--- config.mk ---
export PLATFORM = sky130hd
export DESIGN_NAME = apbDebug
export DESIGN_NICKNAME = d
export VERILOG_FILES = /design/src/common/mipsPkg.sv /design/src/logic/apbDebug.sv
export VERILOG_INCLUDE_DIRS = /design/src /design/src/common
export SDC_FILE = /design/constraint.sdc
export NUM_CORES = 1
export LEC_CHECK = 0
export CAP_MARGIN = 5
export CORE_ASPECT_RATIO = 1.1
export CORE_UTILIZATION = 30
export DETAILED_ROUTE_END_ITERATION = 8
export DONT_BUFFER_PORTS = 1
export PLACE_DENSITY = 0.47
export RECOVER_POWER = 25
export SKIP_CTS_REPAIR_TIMING = 1
export SLEW_MARGIN = 10
export SYNTH_ARGS = -nofsm -noshare
export SYNTH_HDL_FRONTEND = slang
export SYNTH_SLANG_ARGS = --single-unit
--- constraint.sdc ---
create_clock -name clk -period 7.1 [get_ports clk]
set_input_delay 1.065 -clock clk [delete_from_list [all_inputs] [get_ports clk]]
set_output_delay 1.065 -clock clk [all_outputs]
set_load 0.005 [all_outputs]
--- src/common/mips_cfg.svh ---
`ifndef MIPS_CFG_SVH
`define MIPS_CFG_SVH

// Core widths
`define MIPS_XLEN        32
`define MIPS_REG_COUNT   32
`define MIPS_REG_AW      5

// Memory depths
`define MIPS_IMEM_WORDS  128
`define MIPS_DMEM_BYTES  128

// Debug port address map, byte addresses
`define MIPS_APB_AW      12
`define MIPS_ADDR_IMEM   12'h000
`define MIPS_ADDR_REGS   12'h200
`define MIPS_ADDR_PC     12'h280
`define MIPS_ADDR_STEP   12'h284
`define MIPS_ADDR_STATUS 12'h288
`define MIPS_ADDR_DMEM   12'h300

`endif
--- src/common/mipsPkg.sv ---
`include "mips_cfg.svh"

package mipsPkg;

	typedef enum logic [5:0]
	{
		opRtype = 6'b000000,
		opJ     = 6'b000010,
		opBeq   = 6'b000100,
		opBne   = 6'b000101,
		opAddi  = 6'b001000,
		opSlti  = 6'b001010,
		opAndi  = 6'b001100,
		opOri   = 6'b001101,
		opXori  = 6'b001110,
		opLb    = 6'b100000,
		opSb    = 6'b101000
	} opcodeT;

	typedef enum logic [5:0]
	{
		fnSll  = 6'b000000,
		fnSrl  = 6'b000010,
		fnSra  = 6'b000011,
		fnSllv = 6'b000100,
		fnSrlv = 6'b000110,
		fnSrav = 6'b000111,
		fnAdd  = 6'b100000,
		fnSub  = 6'b100010,
		fnAnd  = 6'b100100,
		fnOr   = 6'b100101,
		fnXor  = 6'b100110,
		fnNor  = 6'b100111,
		fnSlt  = 6'b101010,
		fnSltu = 6'b101011
	} functT;

	typedef enum logic [3:0]
	{
		aluAdd, aluSub, aluAnd, aluOr, aluNor, aluXor,
		aluSlt, aluSltu, aluSll, aluSrl, aluSra
	} aluOpT;

	typedef enum logic [1:0] {brNone, brEq, brNe} brT;

	// Readback source selected by the debug port
	typedef enum logic [1:0] {rdReg, rdPc, rdDmem, rdStatus} readSelT;

	typedef struct packed
	{
		opcodeT opcode;
		logic [4:0] rs;
		logic [4:0] rt;
		logic [4:0] rd;
		logic [4:0] shamt;
		functT funct;
	} rFormatT;

	typedef struct packed
	{
		opcodeT opcode;
		logic [4:0] rs;
		logic [4:0] rt;
		logic [15:0] imm16;
	} iFormatT;

	typedef struct packed
	{
		opcodeT opcode;
		logic [25:0] target26;
	} jFormatT;

	typedef union packed
	{
		rFormatT r;
		iFormatT i;
		jFormatT j;
	} instrT;

	typedef struct packed
	{
		aluOpT aluOp;
		logic [`MIPS_REG_AW-1:0] srcA;
		logic [`MIPS_REG_AW-1:0] srcB;
		logic [`MIPS_REG_AW-1:0] dest;
		logic regWrite;
		logic memRead;
		logic memWrite;
		logic immSigned;
		logic useImm;
		logic useShamt;
		brT br;
		logic jump;
	} ctrlT;

	typedef struct packed
	{
		logic imemWe;
		logic regWe;
		logic pcWe;
		logic dmemWe;
		logic stepStart;
		logic [$clog2(`MIPS_IMEM_WORDS)-1:0] index;
		logic [`MIPS_XLEN-1:0] wdata;
	} dbgReqT;

endpackage

--- src/logic/apbDebug.sv ---
`timescale 1ns/1ps
`include "mips_cfg.svh"

module apbDebug (
	input logic clk,
	input logic rst,
	input logic [`MIPS_APB_AW-1:0] paddr,
	input logic psel,
	input logic penable,
	input logic pwrite,
	input logic [`MIPS_XLEN-1:0] pwdata,
	output logic [`MIPS_XLEN-1:0] prdata,
	output logic pready,
	output logic pslverr,
	input logic busy,
	output mipsPkg::dbgReqT dbg,
	output mipsPkg::readSelT readSel,
	output logic [$clog2(`MIPS_IMEM_WORDS)-1:0] readIndex,
	input logic [`MIPS_XLEN-1:0] readData
);

localparam int idxWidth = $clog2(`MIPS_IMEM_WORDS);

logic [`MIPS_APB_AW-1:0] imemOff, regsOff, dmemOff;
logic inImem, inRegs, isPc, isStep, isStatus, inDmem;
logic stateTarget, readable, mapped, setup, wrStrobe;

// Offsets into each window, compares wrap cleanly below the base
assign imemOff = paddr - `MIPS_ADDR_IMEM;
assign regsOff = paddr - `MIPS_ADDR_REGS;
assign dmemOff = paddr - `MIPS_ADDR_DMEM;
assign inImem = imemOff < `MIPS_APB_AW'(4 * `MIPS_IMEM_WORDS);
assign inRegs = regsOff < `MIPS_APB_AW'(4 * `MIPS_REG_COUNT);
assign inDmem = dmemOff < `MIPS_APB_AW'(`MIPS_DMEM_BYTES); // One byte per address
assign isPc = paddr == `MIPS_ADDR_PC;
assign isStep = paddr == `MIPS_ADDR_STEP;
assign isStatus = paddr == `MIPS_ADDR_STATUS;

assign stateTarget = inImem || inRegs || isPc || inDmem;
assign readable = inRegs || isPc || isStatus || inDmem;
assign mapped = stateTarget || isStep || isStatus;
assign setup = psel && !penable;
assign wrStrobe = psel && penable && pwrite && !pslverr; // Errored writes are dropped

always_comb
begin
	if (inImem)
		readIndex = imemOff[idxWidth+1:2];
	else if (inDmem)
		readIndex = dmemOff[idxWidth-1:0];
	else
		readIndex = idxWidth'(regsOff[`MIPS_REG_AW+1:2]);
end

always_comb
begin
	if (isPc)
		readSel = mipsPkg::rdPc;
	else if (inDmem)
		readSel = mipsPkg::rdDmem;
	else if (isStatus)
		readSel = mipsPkg::rdStatus;
	else
		readSel = mipsPkg::rdReg;
end

always_comb
begin
	dbg = '0;
	dbg.index = readIndex; // Same index serves read and write
	dbg.wdata = pwdata;
	dbg.imemWe = wrStrobe && inImem;
	dbg.regWe = wrStrobe && inRegs;
	dbg.pcWe = wrStrobe && isPc;
	dbg.dmemWe = wrStrobe && inDmem;
	dbg.stepStart = wrStrobe && isStep;
end

// Error decided in setup so it is stable through the access phase
always_ff @(posedge clk)
begin
	if (rst)
		pslverr <= 1'b0;
	else
		pslverr <= setup && (!mapped || (pwrite && busy && stateTarget));
end

always_ff @(posedge clk)
begin
	if (setup && !pwrite)
		prdata <= readable ? readData : '0;
end

assign pready = 1'b1; // No wait states

penableNeedsPsel: assert property (@(posedge clk) disable iff (rst) penable |-> psel)
	else $error("apbDebug: penable high without psel");

endmodule

==> impl_metrics.toml, run 1 <==
[sta]
maxSlewViolCount = 33
setup_viol = 0
fin_crit_sh = 0.4840
hold_violations = 0
period_needed_ns = 3.436
tightest_slew_ns = 1.647
slew-limit-headroom = -0.09831
fin_setup_tns_ns = 0
fmax_mhz = 291.0
rsz0062_at_grt = "false"

[cells_and_area]
fillCellCount = 619
nNetsFinal = 200
layout-drive-gt1-share = 0.1538
multi_input_area_sq_um = 521.8
layout.area.seq_sq_um = 980.9
mostFrequentLayoutCells = "and2_1 (32), edfxtp_1 (32), mux2_2 (5), clkbuf_8 (5)"
area_growth_pct = -7.455
final_util = 0.2933
antennaDiodeCount = 0

[route]
drcViolationCount = 0
detail_route.wl_per_cell_um = 19.08
vias_per_cell = 4.732
drtIter0Drc = 22
antenna_left = 0
drt_wl_total_mm = 3.702
dr.pass1.iters = 4
vias = 918

[global_routing]
antenna_found_initial = 0
grt_usage = 0.1122
grt_pass1_wl_mm = 5.492
grt_max_degree = 33
overflow = 0
grt_pass1_vias = 975

[synth]
ys_top_cells_by_area = "edfxtp_1 (52%), buf_4 (16%), and2_1 (11%), mux2_2 (3.0%), buf_6 (2.4%)"
synth_seq_area_share = 0.5265
syn_nets = 236
synth_area_per_cell_sq_um = 12.26
ys_types = 32
ys.warnings.count = 0
synth_edf_count = 32
syn_area_sq_mm = 0.001863
ys.flop_type = "edfxtp_1"
ys_seq_elements = 33
synth_area_leader_cell = "edfxtp_1"
synth_top_area_frac = 0.5158
synth_cells = 152
synthArstFlopShare = 0

[placement]
dp_hpwl_mm = 2.937
gp_congestion = 0.7518
io_buffer_count = 0

[pwr]
ir_drop_v = 0.00008220
power.density_mw_per_mm2 = 238.1
leakagePower_nw = 0.5311

[worst_hold_path]
hold_path_class = "input port to register"

[clocking]
clockBufferDepth = 2
clk_pin_slew_ns = 0.06
cts_root_buf = "clkbuf_8"
cts_tree = "yes"
cts_buffers = 5
clock-sinks = 33
cts_max_level = 2

[floorplanning]
ios = 169
start_util = 0.3169
fp.coreArea_sq_mm = 0.005878
fp.dieArea_sq_mm = 0.006529
die_w_um = 77.14
fp-row-count = 29
die_y_um = 84.65

[job]
cap_violations = 1

[status]
status = "finished with violations"
violations = "capacitance limit, slew limit"

[critical_path]
critPathRequiredTime_ns = 6.03
worst_ep_arrival_time_ns = 2.37
endpoint_kind = "output pin"
path_class = "input port to output pin"
cp_max_fo = 11
crit_path_start_kind = "input port"
-- synth_stat cells (2+ instances only) --
master     n
nor3_1     2
and2_1    32
buf_4     40
mux2_2     5
inv_1      4
nor4_1     2
o21ai_0    2
ha_1       2
nor2_1     4
nand2_1    3
edfxtp_1  32
buf_6      4
-- where the power goes --
part           leakage (nW)  switching, W  internal (W)
Sequential            0.251    0.00000438      0.000222
Combinational         0.227     0.0000113    0.00000772
Clock                0.0528     0.0000617      0.000103
-- worst paths after layout --
kind	startpoint	to	slack (ns)	depth (start not counted)
setup / recovery	paddr[10]	dbg[37]	3.66	5
hold / removal	rst	pslverr$_SDFF_PP0_	0.97	2
-- final cells by class --
type | count | share of cell area
clock inverter | 2 | 0.01959
timing repair buffer | 1 | 0.002177
multi-input combinational | 71 | 0.3026
inverter | 4 | 0.008708
clock buffer | 6 | 0.04209
tap | 77 | 0.05588
sequential | 33 | 0.5689
-- worst max-delay path, stage by stage --
cell      delay, ns
inv_1          0.04
ha_1           0.19
xor2_1         0.20
nand4b_2       0.35
o21ai_0        0.53
-- metrics by stage --
stage          hold slack (ns)  total power, W  setup slack [ns]  instance area [sq um]  std cells
2_1_floorplan            1.236       0.0002642             3.164                   1863        152
3_3_place_gp             1.243       0.0002496             3.760                   1627        186
3_5_place_dp             1.248       0.0002504             3.673                   1627        186
4_1_cts                 0.9498       0.0004176             3.667                   1733        194
5_1_grt                 0.9664       0.0004279             3.517                   1724        194
6_report                0.9650       0.0004106             3.664                   1724        194
-- per-layer routing --
metal  vias to the layer above  wire length, um  GRT usage
met5                         -                0          0
li1                        408                -          -
met3                        23              416    0.05217
met2                        74             1913     0.1907
met4                         0              126    0.06861
met1                       413             1245     0.1107
-- registers in the layout, indices dropped and copies added (netlist names) --
register,cells
pslverr,1
prdata,32
-- kinds of logic after synthesis --
| family | count (synthesis) | synth area share |
|---|---|---|
| AND/OR/NAND/NOR | 54 | 0.1907 |
| buffers and inverters | 48 | 0.1934 |
| AO/OA/AOI/OAI | 7 | 0.03425 |
| adder cells (fa/ha/maj) | 2 | 0.01343 |
| multiplexers | 5 | 0.03022 |
| flip-flops | 33 | 0.5265 |
| XOR/XNOR | 2 | 0.009404 |
| other | 1 | 0.002013 |
Power figures use the tool's default switching activity.
==> inputs of run 2 (changes only) <==
==> constraint.sdc (replaced) <==
create_clock -name clk -period 3.32 [get_ports clk]
set_input_delay 0.498 -clock clk [delete_from_list [all_inputs] [get_ports clk]]
set_output_delay 0.498 -clock clk [all_outputs]
set_load 0.005 [all_outputs]
==> run 2 against run 1 <==
Net effect: the flow still finishes with violations (capacitance limit, slew limit); critical path type unchanged; non-clock buffer count is the same; clock power is 74% higher; combinational power rose by 120%; sequential power grew 110%; design area shrank 1.2%; sequential share of layout area increased by 0.67 points; power is 98% higher.
==> impl_metrics.toml, run 2 (synthesis gave the netlist of run 1 again) <==
[status]
status = "finished with violations"
violations = "capacitance limit, slew limit"

[global_routing]
antenna_found_initial = 0
grt_pass1_vias = 1001
grt_max_degree = 33
grt_usage = 0.1217
grt_pass1_wl_mm = 5.747
overflow = 0

[sta]
period_needed_ns = 2.296
fin_crit_sh = 0.6914
setup_viol = 0
tightest_slew_ns = 1.662
fmax_mhz = 435.6
setup_ws_ns = 1.024
maxSlewViolCount = 33
slew-limit-headroom = -0.1083
hold_violations = 0
fin_setup_tns_ns = 0
rsz0062_at_grt = "false"

[cells_and_area]
final_util = 0.2899
regMostFlops = "prdata"
largestRegisters = "prdata (32), pslverr (1)"
layout-drive-gt1-share = 0.1709
largest_register_ffs = 32
area_growth_pct = -8.529
nNetsFinal = 200
antennaDiodeCount = 0
mostFrequentLayoutCells = "and2_1 (32), edfxtp_1 (32), mux2_2 (5), clkbuf_8 (5)"

[critical_path]
endpoint_kind = "output pin"
crit_path_start_kind = "input port"
worst_ep_arrival_time_ns = 1.80
cp_max_fo = 11
startpoint = "paddr[10]"
path_class = "input port to output pin"
critPathRequiredTime_ns = 2.82

[floorplanning]
fp-row-count = 29
fp.coreArea_sq_mm = 0.005878
die_w_um = 77.14
fp.dieArea_sq_mm = 0.006529
die_y_um = 84.65
start_util = 0.3169
ios = 169

[worst_hold_path]
hold_path_class = "input port to register"
hold_depth = 2
min_from = "rst"

[route]
antenna_left = 0
vias = 962
dr.pass1.iters = 2
drtIter0Drc = 37
vias_per_cell = 4.959
drcViolationCount = 0
drt_wl_total_mm = 4.024
detail_route.wl_per_cell_um = 20.74

[clocking]
cts_root_buf = "clkbuf_8"
clockBufferDepth = 2
cts_tree = "yes"
clk_pin_slew_ns = 0.07
cts_max_level = 2
clock-sinks = 33
cts_buffers = 5

[pwr]
power.density_mw_per_mm2 = 477.2
totalPowerFinal_w = 0.0008132
ir_drop_v = 0.0001802
p_comb_frac = 0.052
clock_power_share = 0.353
swShare = 0.2183
share_seq_of_total_power = 0.595
p_int_w = 0.0006357
netSwitchingPower_w = 0.0001776
leakagePower_nw = 0.5222

[placement]
gp_congestion = 0.7289
post-place-ws_ns = 1.013
io_buffer_count = 0
dp_hpwl_mm = 3.247

[job]
cap_violations = 1
run 2: cell count changes in the layout (fill, tap and decap cells not counted):
| cell | before | now |
|---|---|---|
| clkinv_1 | 1 | 0 |
| clkbuf_1 | 2 | 1 |
| clkinvlp_4 | 0 | 1 |
| bufinv_16 | 1 | 0 |
| clkinv_2 | 0 | 2 |
run 2: path summary, 6_finish.rpt:
kind / endpoint / slack, ns
setup / recovery: readIndex[6] / 1.02
hold / removal: pslverr$_SDFF_PP0_ / 0.38
run 2: final cells by class:
class | instances | area, sq um
clock buffers | 5 | 68.82
clock inverters | 3 | 17.52
fillers | 630 | 4174
inverters | 4 | 15.01
multi-input cells | 71 | 521.8
flip-flops and latches | 33 | 980.9
well taps | 77 | 96.34
repair buffers | 1 | 3.754
run 2: through the flow:
step | hold slack (ns) | cell area (sq um) | instances
floorplan | 0.6689 | 1868 | 152
global placement | 0.6802 | 1633 | 186
detailed placement | 0.6829 | 1633 | 186
CTS | 0.3708 | 1719 | 194
global route | 0.3795 | 1704 | 194
finish | 0.3845 | 1704 | 194
run 2: layer usage:
layer,up-vias,wire length [um],global-route usage
li1,408,-,-
met1,432,1290,0.1072
met2,105,1960,0.2043
met3,17,629,0.07609
met4,0,143,0.08062
met5,-,0,0
run 2: power groups by stage:
stage | sequential, W | clock [W] | combinational, W
after floorplan | 0.000490 | 0 | 0.0000750
after global placement | 0.000492 | 0 | 0.0000424
after CTS | 0.000484 | 0.000300 | 0.0000444
after global routing | 0.000485 | 0.000320 | 0.0000476
after detailed placement | 0.000493 | 0 | 0.0000443
final | 0.000484 | 0.000287 | 0.0000421
run 2: worst max-delay path: stages:
cell	delay, ns
inv_1	0.04
ha_1	0.19
xor2_1	0.19
nand4b_2	0.33
o21ai_0	0.54
